<file path="src/hw/clock_pkg.sv">
package clock_pkg;

    localparam int num_digits   = 6;     // Display positions, seconds ones at 0
    localparam int scan_div     = 1000;  // 1 MHz clk, 1 ms per digit
    localparam int scan_per_sec = 1000;  // Scan ticks per second

    // hh:mm:ss as six BCD nibbles, hours tens in the top nibble
    typedef logic [4*num_digits-1:0] bcd_time_t;

    typedef logic [6:0] seg_t;             // gfedcba, active low
    typedef logic [num_digits-1:0] dig_t;  // One-hot, active high

    localparam seg_t seg_blank = 7'b1111111;  // All segments off

    function automatic seg_t seg_of_hex(input logic [3:0] hex);
        case (hex)
            4'h0: return 7'b1000000;
            4'h1: return 7'b1111001;
            4'h2: return 7'b0100100;
            4'h3: return 7'b0110000;
            4'h4: return 7'b0011001;
            4'h5: return 7'b0010010;
            4'h6: return 7'b0000010;
            4'h7: return 7'b1111000;
            4'h8: return 7'b0000000;
            4'h9: return 7'b0010000;
            4'ha: return 7'b0001000;  // A
            4'hb: return 7'b0000011;  // b
            4'hc: return 7'b1000110;  // C
            4'hd: return 7'b0100001;  // d
            4'he: return 7'b0000110;  // E
            default: return 7'b0001110;  // F
        endcase
    endfunction

endpackage
</file>
<file path="src/hw/clock_top.sv">
`timescale 1ns/1ps

module clock_top
    import clock_pkg::*;
(
    input  logic      clk,
    input  logic      rst,
    input  logic      load,
    input  bcd_time_t load_time,
    input  logic      inc_min,
    input  logic      inc_hour,
    output seg_t      seg,
    output dig_t      dig
);

    logic      scan_tick;
    logic      sec_tick;
    bcd_time_t time_bcd;

    tick_gen u_tick_gen (
        .clk       (clk),
        .rst       (rst),
        .scan_tick (scan_tick),
        .sec_tick  (sec_tick)
    );

    time_counter u_time_counter (
        .clk       (clk),
        .rst       (rst),
        .sec_tick  (sec_tick),
        .load      (load),
        .load_time (load_time),
        .inc_min   (inc_min),
        .inc_hour  (inc_hour),
        .time_bcd  (time_bcd)
    );

    led_encoder u_led_encoder (
        .clk       (clk),
        .rst       (rst),
        .scan_tick (scan_tick),
        .time_bcd  (time_bcd),
        .seg       (seg),
        .dig       (dig)
    );

endmodule

</file>
<file path="src/hw/led_encoder.sv">
`timescale 1ns/1ps

module led_encoder
    import clock_pkg::*;
(
    input  logic      clk,
    input  logic      rst,
    input  logic      scan_tick,
    input  bcd_time_t time_bcd,
    output seg_t      seg,
    output dig_t      dig
);

    localparam int idx_w = $clog2(num_digits);

    logic [idx_w-1:0] idx;      // Digit being shown
    logic             idx_last;
    logic [3:0]       nibble;

    assign idx_last = (idx == idx_w'(num_digits - 1));
    assign nibble   = time_bcd[4*idx +: 4];

    // Digit index walks 0..5 on the scan tick
    always_ff @(posedge clk or posedge rst) begin
        if (rst) begin
            idx <= '0;
        end else if (scan_tick) begin
            if (idx_last) begin
                idx <= '0;
            end else begin
                idx <= idx + 1'b1;
            end
        end
    end

    // Outputs re-registered every cycle so time changes show up at once
    always_ff @(posedge clk or posedge rst) begin
        if (rst) begin
            seg <= seg_blank;  // Dark while in reset
            dig <= '0;
        end else begin
            seg <= seg_of_hex(nibble);
            dig <= dig_t'(1) << idx;  // One-hot select
        end
    end

endmodule

</file>
<file path="src/hw/time_counter.sv">
`timescale 1ns/1ps

module time_counter
    import clock_pkg::*;
(
    input  logic      clk,
    input  logic      rst,
    input  logic      sec_tick,
    input  logic      load,
    input  bcd_time_t load_time,
    input  logic      inc_min,
    input  logic      inc_hour,
    output bcd_time_t time_bcd
);

    logic [3:0] sec_ones;
    logic [3:0] sec_tens;
    logic [3:0] min_ones;
    logic [3:0] min_tens;
    logic [3:0] hour_ones;
    logic [3:0] hour_tens;

    // Carry out of each digit when it advances
    logic       sec_ones_c;
    logic       sec_tens_c;
    logic       min_ones_c;
    logic       min_tens_c;
    logic       hour_ones_c;
    logic [3:0] hour_ones_lim;

    // Next values for one field advance, no carry out of the field
    logic [3:0] min_ones_nxt;
    logic [3:0] min_tens_nxt;
    logic [3:0] hour_ones_nxt;
    logic [3:0] hour_tens_nxt;

    // Digit at or above its limit goes back to zero
    function automatic logic [3:0] bcd_step(input logic [3:0] d, input logic [3:0] lim);
        if (d >= lim) begin
            return 4'd0;
        end
        return d + 4'd1;
    endfunction

    assign hour_ones_lim = (hour_tens >= 4'd2) ? 4'd3 : 4'd9;  // 20..23 stop at 3

    assign sec_ones_c  = (sec_ones >= 4'd9);
    assign sec_tens_c  = (sec_tens >= 4'd5);
    assign min_ones_c  = (min_ones >= 4'd9);
    assign min_tens_c  = (min_tens >= 4'd5);
    assign hour_ones_c = (hour_ones >= hour_ones_lim);

    always_comb begin
        min_ones_nxt = bcd_step(min_ones, 4'd9);
        min_tens_nxt = min_tens;
        if (min_ones_c) begin
            min_tens_nxt = bcd_step(min_tens, 4'd5);  // 59 -> 00
        end
    end

    always_comb begin
        hour_ones_nxt = bcd_step(hour_ones, hour_ones_lim);
        hour_tens_nxt = hour_tens;
        if (hour_ones_c) begin
            hour_tens_nxt = bcd_step(hour_tens, 4'd2);  // 23 -> 00
        end
    end

    always_ff @(posedge clk or posedge rst) begin
        if (rst) begin
            sec_ones  <= 4'd0;
            sec_tens  <= 4'd0;
            min_ones  <= 4'd0;
            min_tens  <= 4'd0;
            hour_ones <= 4'd0;
            hour_tens <= 4'd0;
        end else if (load) begin
            // Taken as given, no range check
            {hour_tens, hour_ones, min_tens, min_ones, sec_tens, sec_ones} <= load_time;
        end else if (inc_hour) begin
            hour_ones <= hour_ones_nxt;
            hour_tens <= hour_tens_nxt;
        end else if (inc_min) begin
            min_ones <= min_ones_nxt;  // Hours left alone
            min_tens <= min_tens_nxt;
        end else if (sec_tick) begin
            sec_ones <= bcd_step(sec_ones, 4'd9);
            if (sec_ones_c) begin
                sec_tens <= bcd_step(sec_tens, 4'd5);
                if (sec_tens_c) begin
                    min_ones <= min_ones_nxt;
                    min_tens <= min_tens_nxt;
                    if (min_ones_c && min_tens_c) begin
                        hour_ones <= hour_ones_nxt;  // Full hour rollover
                        hour_tens <= hour_tens_nxt;
                    end
                end
            end
        end
    end

    assign time_bcd = {hour_tens, hour_ones, min_tens, min_ones, sec_tens, sec_ones};

endmodule

</file>
<file path="src/hw/tick_gen.sv">
`timescale 1ns/1ps

module tick_gen
    import clock_pkg::*;
(
    input  logic clk,
    input  logic rst,
    output logic scan_tick,
    output logic sec_tick
);

    logic [$clog2(scan_div)-1:0]     div_cnt;  // Cycles within one scan period
    logic [$clog2(scan_per_sec)-1:0] scan_cnt; // Scan ticks within one second
    logic                            div_last;
    logic                            scan_last;

    assign div_last  = (div_cnt == $bits(div_cnt)'(scan_div - 1));
    assign scan_last = (scan_cnt == $bits(scan_cnt)'(scan_per_sec - 1));

    always_ff @(posedge clk or posedge rst) begin
        if (rst) begin
            div_cnt   <= '0;
            scan_cnt  <= '0;
            scan_tick <= 1'b0;
            sec_tick  <= 1'b0;
        end else begin
            scan_tick <= div_last;              // Registered, lands on cycle scan_div
            sec_tick  <= div_last && scan_last; // Rides on the last scan tick of a second
            if (div_last) begin
                div_cnt <= '0;
                if (scan_last) begin
                    scan_cnt <= '0;
                end else begin
                    scan_cnt <= scan_cnt + 1'b1;
                end
            end else begin
                div_cnt <= div_cnt + 1'b1;
            end
        end
    end

endmodule

</file>
<file path="config.mk">
export PLATFORM = sky130hd
export DESIGN_NAME = clock_top
export DESIGN_NICKNAME = d
export VERILOG_FILES = /design/src/hw/clock_pkg.sv /design/src/hw/clock_top.sv /design/src/hw/led_encoder.sv /design/src/hw/time_counter.sv /design/src/hw/tick_gen.sv
export SDC_FILE = /design/constraint.sdc
export NUM_CORES = 1
export LEC_CHECK = 0
export BUFFER_PORTS_ARGS = -buffer_cell sky130_fd_sc_hd__buf_2
export CAP_MARGIN = 20
export CORE_MARGIN = 2
export CORE_UTILIZATION = 42
export CTS_BUF_LIST = sky130_fd_sc_hd__clkbuf_2
export DETAILED_ROUTE_END_ITERATION = 7
export HOLD_SLACK_MARGIN = 0.03
export PLACE_DENSITY_LB_ADDON = 0.05
export SLEW_MARGIN = 30
export SYNTH_ARGS = -nofsm -noshare
export SYNTH_HDL_FRONTEND = slang
export SYNTH_SLANG_ARGS = --single-unit
</file>
<file path="constraint.sdc">
create_clock -name clk -period 6.6 [get_ports clk]
set_clock_uncertainty 0.05 [all_clocks]
set_input_delay 1.32 -clock clk [delete_from_list [all_inputs] [get_ports clk]]
set_output_delay 1.32 -clock clk [all_outputs]
set_load 0.005 [all_outputs]
</file>
==> results.sh, run 1 <==
export IMPL_outcome="completed"
export IMPL_path_max_fanout=4
export IMPL_path_clk_slew_ns=0.19
export IMPL_worstPathRequired_ns=6.95
export IMPL_yosysMostFrequentCell="dfrtp_1"
export IMPL_worst_slew_pin_slew_ns=0.901
export IMPL_syn_nets=419
export IMPL_slew_violations=0
export IMPL_synth_warnings=0
export IMPL_finalSetupTns_ns=0
export IMPL_clk_latency_ns=0.50
export IMPL_ant_nets=0
export IMPL_drtIter0Drc=133
export IMPL_cts_made_buffers=9
export IMPL_die_y_um=96.7
export IMPL_max_cap_viol_count=0
export IMPL_async_flop_share_pct=100
export IMPL_die_area_um2=9350
export IMPL_grt_setup_unrepaired="false"
export IMPL_nFillCells=816
export IMPL_grt_ovfl_total=0
export IMPL_max_freq_mhz=345
export IMPL_diodes=0
export IMPL_grt_pass1_vias=2755
export IMPL_ir_drop_uv=106
export IMPL_path_class="reg2reg"
export IMPL_synthDistinctLibCells=64
export IMPL_synth_common_cells="dfrtp_1, nand2_1, ha_1, inv_1, o21ai_0"
export IMPL_synth_edf_count=0
export IMPL_port_buffers=41
export IMPL_wl_per_cell_um=15.1
export IMPL_io_pins=42
export IMPL_period_needed_ns=2.90
export IMPL_clk_path_buf_depth=2
export IMPL_drt_pre_antenna_iters=6
export IMPL_fp_row_count=33
export IMPL_cts_max_level=3
export IMPL_drc_errors=0
export IMPL_ys_seq_elements=62
export IMPL_cts_setup_buffers=0
export IMPL_vias=2822
export IMPL_nets=460
export IMPL_crit_arrival_ns=3.25
export IMPL_gp_congestion=0.815
export IMPL_cts_hold_buffers=0
export IMPL_power_density_nw_per_um2=247
export IMPL_wl_um=7770
export IMPL_grt_max_degree=63
export IMPL_numClockSinks=62
export IMPL_cts_tree="done"
export IMPL_power_total_uw=985
export IMPL_ctsResizeCount=0
export IMPL_setup_viol=0
export IMPL_hp_class="reg2reg"
export IMPL_fin_hold_ws_ns=0.435
export IMPL_synth_top_area_share_pct=38.2
export IMPL_fin_crit_sh_pct=43.9
export IMPL_area_growth_pct=10.5
export IMPL_die_w_um=96.7
export IMPL_maxSlewHeadroom_pct=39.1
export IMPL_grt_pass1_wl_um=13500
export IMPL_root_buffer="clkbuf_2"
export IMPL_grt_use_total_pct=17.5
export IMPL_viasPerCell=5.48
export IMPL_ys_seq_area_share_pct=43.3
export IMPL_netlist_area_um2=3610
export IMPL_syn_inst=364
export IMPL_ys_flop_type="dfrtp_1"
export IMPL_grt_antenna_before_repair=0
export IMPL_synth_area_per_cell_um2=9.91
export IMPL_synth_largest_area_cell="dfrtp_1"
export IMPL_hold_violations=0
export IMPL_cp_end_kind="flop"
export IMPL_leakage_uw=0.00184
export IMPL_hpwl_um=5440
export IMPL_core_area_um2=8260
export IMPL_worstSetupStartpointType="flop"
export IMPL_drive_above_1_share_pct=20.2
export IMPL_initial_core_util_pct=43.7
export IMPL_netlist_top_cells_area="dfrtp_1, ha_1, dfstp_2"
registers in the layout, indices dropped and copies added, names as in the netlist:
name	cells
u_tick_gen.div_cnt	10
u_tick_gen.scan_cnt	10
u_led_encoder.seg	7
u_led_encoder.dig	6
u_time_counter.hour_ones	4
u_time_counter.hour_tens	4
u_time_counter.min_ones	4
u_time_counter.min_tens	4
u_time_counter.sec_ones	4
u_time_counter.sec_tens	4
u_led_encoder.idx	3
u_tick_gen.scan_tick	1
u_tick_gen.sec_tick	1
worst max-delay path, cell delays in order (launching register included):
cell      delay [ns]
dfrtp_1         0.45
inv_1           0.09
ha_1            0.19
or4_1           0.50
inv_1           0.12
ha_1            0.23
a211o_1         0.32
a211oi_2        0.43
a21oi_4         0.09
mux2_1          0.34
routing by layer:
| metal | vias to the layer above | global-route usage (%) | part of all wire [%] |
|---|---|---|---|
| li1 | 1408 | - | - |
| met3 | 7 | 4.05 | 4.8 |
| met4 | 0 | 5.63 | 1.2 |
| met5 | - | 0 | 0 |
| met2 | 61 | 26.9 | 45 |
| met1 | 1346 | 24.6 | 49 |
final cells by class:
class	count	area, um2	share of cell area [%]
multi-input cells	263	1890	47.5
clock inverters	6	38.8	0.973
well taps	105	131	3.29
inverters	27	101	2.54
clock buffers	10	50.0	1.26
repair buffers	42	213	5.33
flip-flops and latches	62	1560	39.1
final timing paths:
check,from,end,slack (ns),depth (start not counted)
min reg2reg,u_tick_gen.div_cnt[0],u_tick_gen.div_cnt[0],0.44,1
min,u_tick_gen.div_cnt[0],u_tick_gen.div_cnt[0],0.44,1
max,u_time_counter.hour_tens[0],u_time_counter.hour_tens[2],3.70,9
max reg2reg,u_time_counter.hour_tens[0],u_time_counter.hour_tens[2],3.70,9
min in group asynchronous,rst,u_tick_gen.div_cnt[6],0.94,3
max in group asynchronous,rst,u_led_encoder.dig[5],4.99,3
through the flow:
step                instances  area [um2]  util, %  setup slack [ns]
global placement          499        3900     47.2              3.30
detailed placement        499        3900     47.2              3.25
finish                    515        3990     48.3              3.70
CTS                       515        3990     48.3              3.70
global route              515        3990     48.3              3.57
floorplan                 364        3610        -              3.70
layout by cell type, fill, tap and decap left out, types with 6 or more instances in the layout:
cell | netlist | final
ha_1 | 26 | 26
clkbuf_2 | 0 | 10
a21oi_1 | 20 | 20
mux2i_1 | 16 | 16
nand3_1 | 14 | 14
nor2_1 | 18 | 18
inv_1 | 26 | 25
nand2_1 | 27 | 27
nor3_1 | 8 | 8
buf_2 | 6 | 41
dfrtp_1 | 55 | 55
xor2_1 | 6 | 6
dfstp_2 | 7 | 7
nand2b_1 | 9 | 9
o22ai_1 | 7 | 7
o21ai_0 | 25 | 25
logic make-up (layout without fill, tap and decap cells):
family / after synthesis / count (layout) / synth area share [%]
buffers and inverters: 39 / 85 / 4.27
AOI/OAI and AO/OA: 98 / 98 / 18.4
muxes: 25 / 25 / 7.67
adders and majority gates: 26 / 26 / 9.02
xor gates and xnor gates: 9 / 9 / 2.19
and+or+nand+nor: 105 / 105 / 15.2
DFF: 62 / 62 / 43.3
where the power goes:
group | leakage [uW] | switching (uW) | internal, uW
Combinational | 0.00100 | 157 | 129
Sequential | 0.000782 | 62.0 | 441
Clock | 0.0000577 | 148 | 49.5
Power figures use the tool's default switching activity.
==> run 2: changes to the inputs <==
==> constraint.sdc (replaced) <==
create_clock -name clk -period 2.5 [get_ports clk]
set_clock_uncertainty 0.05 [all_clocks]
set_input_delay 0.5 -clock clk [delete_from_list [all_inputs] [get_ports clk]]
set_output_delay 0.5 -clock clk [all_outputs]
set_load 0.005 [all_outputs]
==> results.sh, run 2 (synthesis results as in run 1) <==
export IMPL_area_growth_pct=17.2
export IMPL_grt_setup_unrepaired="true"
export IMPL_numClockSinks=62
export IMPL_clk_latency_ns=0.50
export IMPL_maxSlewHeadroom_pct=69.7
export IMPL_design_area_um2=4230
export IMPL_io_pins=42
export IMPL_reg_top3="u_tick_gen.div_cnt: 10 flops, u_tick_gen.scan_cnt: 10 flops, u_led_encoder.seg: 7 flops"
export IMPL_hpwl_um=5790
export IMPL_port_buffers=41
export IMPL_worst_slew_pin_slew_ns=0.453
export IMPL_min_from="load_time[2]"
export IMPL_drtIter0Drc=147
export IMPL_fin_crit_sh_pct=98.0
export IMPL_ant_nets=0
export IMPL_worstPathRequired_ns=2.85
export IMPL_rr_worst_depth=8
export IMPL_viasPerCell=5.38
export IMPL_cts_made_buffers=9
export IMPL_grt_antenna_before_repair=0
export IMPL_grt_use_total_pct=17.3
export IMPL_vias=2891
export IMPL_final_cell_mix="dfrtp_1, buf_2, nand2_1"
export IMPL_drc_errors=0
export IMPL_drt_pre_antenna_iters=4
export IMPL_nFillCells=824
export IMPL_hp_class="in2reg"
export IMPL_hold_violations=0
export IMPL_cp_cell_sequence="ha_2 -> or4_4 -> inv_4 -> ha_4 -> a211o_1 -> a211oi_4 -> a21oi_4 -> mux2_1"
export IMPL_diodes=0
export IMPL_drive_above_1_share_pct=25.7
export IMPL_die_y_um=96.7
export IMPL_min_to="u_time_counter.sec_ones[2]"
export IMPL_r2r_end="u_time_counter.hour_tens[2]"
export IMPL_path_max_fanout=4
export IMPL_finalSetupTns_ns=0
export IMPL_cts_tree="done"
export IMPL_r2r_start="u_time_counter.hour_tens[1]"
export IMPL_place_area_um2=4020
export IMPL_crit_arrival_ns=2.80
export IMPL_crit_slowest_cell="dfrtp_1"
export IMPL_max_cap_viol_count=0
export IMPL_die_area_um2=9350
export IMPL_worstSetupStartpointType="flop"
export IMPL_cts_max_level=3
export IMPL_path_clk_slew_ns=0.20
export IMPL_die_w_um=96.7
export IMPL_root_buffer="clkbuf_2"
export IMPL_setup_viol=0
export IMPL_cp_end_kind="flop"
export IMPL_fp_row_count=33
export IMPL_grt_pass1_vias=2630
export IMPL_grt_ovfl_total=0
export IMPL_period_needed_ns=2.45
export IMPL_cp_slowest_stage_delay_ns=0.45
export IMPL_crit_family="compound AO/OA/AOI/OAI gates"
export IMPL_leakage_uw=0.00197
export IMPL_core_area_um2=8260
export IMPL_max_freq_mhz=408
export IMPL_outcome="completed"
export IMPL_nets=482
export IMPL_initial_core_util_pct=43.7
export IMPL_wl_per_cell_um=14.6
export IMPL_hold_path_depth=3
export IMPL_grt_pass1_wl_um=13100
export IMPL_gp_congestion=0.777
export IMPL_grt_max_degree=30
export IMPL_slew_violations=0
export IMPL_r2r_slack_ns=0.05
export IMPL_path_class="reg2reg"
export IMPL_clk_path_buf_depth=2
export IMPL_cp_num_buf_inv=1
export IMPL_power_density_nw_per_um2=691
export IMPL_ir_drop_uv=373
export IMPL_wl_um=7860
export IMPL_final_common_cell="dfrtp_1"
==> run 2: worst register-to-register path, stage by stage, from the launching register on <==
cell	delay [ns]
dfrtp_1	0.45
ha_2	0.17
or4_4	0.44
inv_4	0.08
ha_4	0.18
a211o_1	0.29
a211oi_4	0.29
a21oi_4	0.08
mux2_1	0.32
==> run 2: power by group <==
| part | switching (uW) | internal (uW) | total [uW] |
|---|---|---|---|
| Combinational | 470 | 487 | 957 |
| Clock | 412 | 232 | 644 |
| Sequential | 156 | 1160 | 1320 |
==> run 2: through the flow <==
step           power, uW  setup slack (ns)  cells  util, %  hold WS (ns)
4_1_cts             2860           0.00231    533     50.4         0.119
2_1_floorplan       1890            0.0302    364        -         0.383
6_report            2920            0.0506    537     51.2         0.158
5_1_grt             3140           -0.0256    537     51.2         0.118
3_5_place_dp        2190           -0.0296    514     48.7         0.355
3_3_place_gp        2170            0.0384    514     48.7         0.353
==> run 2: worst max path at each step <==
stage | startpoint | end | slack [ns] | cells after the start
finish | u_time_counter.hour_tens[1] | u_time_counter.hour_tens[2] | 0.05 | 8
global route | u_time_counter.hour_tens[1] | u_time_counter.hour_tens[1] | -0.03 | 8
CTS | u_time_counter.hour_tens[0] | u_time_counter.hour_tens[1] | 0.002 | 9
detailed placement | u_time_counter.hour_tens[1] | u_time_counter.hour_ones[3] | -0.03 | 9
global placement | u_time_counter.hour_tens[1] | u_time_counter.hour_ones[3] | 0.04 | 9
floorplan | u_time_counter.hour_tens[0] | u_time_counter.hour_tens[1] | 0.03 | 9
==> run 2: cell type report <==
| type | count | area (um2) | area share (%) |
|---|---|---|---|
| multi-input cells | 263 | 1930 | 45.7 |
| clock buffers | 9 | 45.0 | 1.07 |
| clock inverters | 7 | 72.6 | 1.72 |
| inverters | 27 | 104 | 2.46 |
| well taps | 105 | 131 | 3.11 |
| repair buffers | 64 | 384 | 9.09 |
| flip-flops and latches | 62 | 1560 | 36.9 |
==> run 2: layer usage <==
metal	share of wire (%)	vias to the layer above	track usage (%)
met5	0	-	0
met4	1.5	0	7.26
met3	3.8	10	3.40
met2	44	59	24.9
met1	50	1384	25.3
li1	-	1438	-
==> run 2: what timing repair did <==
item,in CTS,in global routing
setup buffers,2,4
setup endpoints to repair,3,5
endpoints found under the hold margin,6,0
hold buffers,1,0
pin swaps,1,1
cloned,0,0
resized for setup,0,8
==> run 3: changes to the inputs <==
==> constraint.sdc (replaced) <==
create_clock -name clk -period 2.6 [get_ports clk]
set_clock_uncertainty 0.05 [all_clocks]
set_input_delay 0.52 -clock clk [delete_from_list [all_inputs] [get_ports clk]]
set_output_delay 0.52 -clock clk [all_outputs]
set_load 0.005 [all_outputs]
==> results.sh, run 3 (synthesis results as in run 1) <==
export IMPL_crit_end="u_time_counter.hour_tens[1]"
export IMPL_cts_made_buffers=9
export IMPL_cp_end_kind="flop"
export IMPL_maxSlewHeadroom_pct=64.0
export IMPL_leakage_uw=0.00196
export IMPL_outcome="completed"
export IMPL_area_growth_pct=16.7
export IMPL_fp_row_count=33
export IMPL_vias=2816
export IMPL_numClockSinks=62
export IMPL_path_max_fanout=5
export IMPL_grt_max_degree=32
export IMPL_drc_errors=0
export IMPL_hold_violations=0
export IMPL_grt_use_total_pct=17.4
export IMPL_path_class="reg2reg"
export IMPL_period_needed_ns=2.51
export IMPL_r2r_start="u_time_counter.hour_tens[1]"
export IMPL_wl_um=7720
export IMPL_root_buffer="clkbuf_2"
export IMPL_setup_viol=0
export IMPL_viasPerCell=5.33
export IMPL_nets=473
export IMPL_grt_pass1_vias=2791
export IMPL_ant_nets=0
export IMPL_worst_slew_pin_slew_ns=0.541
export IMPL_max_freq_mhz=398
export IMPL_io_pins=42
export IMPL_grt_ovfl_total=0
export IMPL_grt_pass1_wl_um=13400
export IMPL_drtIter0Drc=167
export IMPL_cp_slowest_stage_delay_ns=0.46
export IMPL_hpwl_um=5570
export IMPL_die_y_um=96.7
export IMPL_final_common_cell="dfrtp_1"
export IMPL_finalSetupTns_ns=0
export IMPL_slew_violations=0
export IMPL_gp_congestion=0.804
export IMPL_cts_tree="done"
export IMPL_clk_path_buf_depth=2
export IMPL_power_density_nw_per_um2=705
export IMPL_cts_setup_buffers=0
export IMPL_die_w_um=96.7
export IMPL_worstSetupStartpointType="flop"
export IMPL_r2r_end="u_time_counter.hour_tens[1]"
export IMPL_cts_max_level=3
export IMPL_rr_worst_depth=8
export IMPL_final_cell_mix="dfrtp_1, buf_2, nand2_1"
export IMPL_fin_crit_sh_pct=96.6
export IMPL_die_area_um2=9350
export IMPL_core_area_um2=8260
export IMPL_hold_path_depth=3
export IMPL_clk_latency_ns=0.50
export IMPL_diodes=0
export IMPL_drt_pre_antenna_iters=4
export IMPL_port_buffers=41
export IMPL_path_clk_slew_ns=0.19
export IMPL_drive_above_1_share_pct=22.9
export IMPL_nFillCells=777
export IMPL_r2r_slack_ns=0.09
export IMPL_max_cap_viol_count=0
export IMPL_grt_setup_unrepaired="false"
export IMPL_worstPathRequired_ns=2.93
export IMPL_hp_class="in2reg"
export IMPL_ir_drop_uv=352
export IMPL_fin_hold_ws_ns=0.168
export IMPL_wl_per_cell_um=14.6
export IMPL_reg_top3="u_tick_gen.div_cnt: 10 flops, u_tick_gen.scan_cnt: 10 flops, u_led_encoder.seg: 7 flops"
export IMPL_crit_arrival_ns=2.85
export IMPL_initial_core_util_pct=43.7
export IMPL_cp_cell_sequence="ha_2 -> or4_4 -> inv_1 -> ha_1 -> a211o_1 -> a211oi_2 -> a21oi_4 -> mux2_1"
export IMPL_critPathLaunch="u_time_counter.hour_tens[1]"
export IMPL_crit_slowest_cell="dfrtp_1"
export IMPL_grt_antenna_before_repair=0
-- run 3: cell count changes in the layout (fill, tap and decap cells not counted), sizes merged --
| cell | previous run | this run |
|---|---|---|
| inv | 28 | 26 |
| clkinvlp | 2 | 0 |
| clkinv | 3 | 4 |
| buf | 63 | 54 |
| bufinv | 1 | 4 |
-- run 3: layout make-up --
type / instances / area (um2) / area share, %
clock buffers: 9 / 45.0 / 1.07
clock inverters: 7 / 146 / 3.48
inverters: 27 / 103 / 2.44
multi-input cells: 263 / 1900 / 45.1
flip-flops and latches: 62 / 1560 / 37.1
well taps: 105 / 131 / 3.12
repair buffers: 55 / 325 / 7.73
-- run 3: stage by stage --
stage / worst slack (ns) / cells / util, % / power, uW / cell area (um2)
global route: 0.00756 / 528 / 51.0 / 3180 / 4210
floorplan: 0.00602 / 364 / - / 1790 / 3610
finish: 0.0884 / 528 / 51.0 / 2970 / 4210
CTS: 0.0172 / 528 / 50.9 / 2980 / 4200
detailed placement: 0.0429 / 511 / 48.5 / 2070 / 4000
global placement: 0.0750 / 511 / 48.5 / 2050 / 4000
-- run 3: critical path, delay by kind of cell (launching register included) --
kind                       cells  cell delay, ns
DFF                            1            0.46
muxes                          1            0.33
and+or+nand+nor                1            0.42
AOI/OAI and AO/OA              3            0.64
buffers and inverters          1            0.09
adders and majority gates      2            0.41
-- run 3: how the worst min path moves through the flow --
stage | from | end | slack (ns)
finish | load_time[2] | u_time_counter.sec_ones[2] | 0.17
global route | load_time[1] | u_time_counter.sec_ones[1] | 0.11
CTS | load_time[2] | u_time_counter.sec_ones[2] | 0.13
detailed placement | u_tick_gen.div_cnt[0] | u_tick_gen.div_cnt[0] | 0.41
global placement | u_tick_gen.div_cnt[0] | u_tick_gen.div_cnt[0] | 0.40
floorplan | u_tick_gen.div_cnt[0] | u_tick_gen.div_cnt[0] | 0.38
-- run 3: power breakdown --
group / total (uW) / internal (uW) / switching, uW
combinational: 795 / 388 / 407
clock: 910 / 516 / 394
sequential: 1260 / 1120 / 145
total: 2970 / 2020 / 946
-- run 3: metal layers --
metal	vias up	track usage, %	routed length [um]
li1	1429	-	-
met1	1334	24.5	3890
met2	49	26.8	3470
met3	4	4.34	299
met4	0	4.88	68
met5	-	0	0
-- run 3: repair_timing --
| item | in CTS | in global routing |
|---|---|---|
| gates resized for setup | 0 | 3 |
| hold endpoints to repair | 21 | 0 |
| hold buffers | 1 | 0 |
| setup endpoints to repair | 0 | 8 |
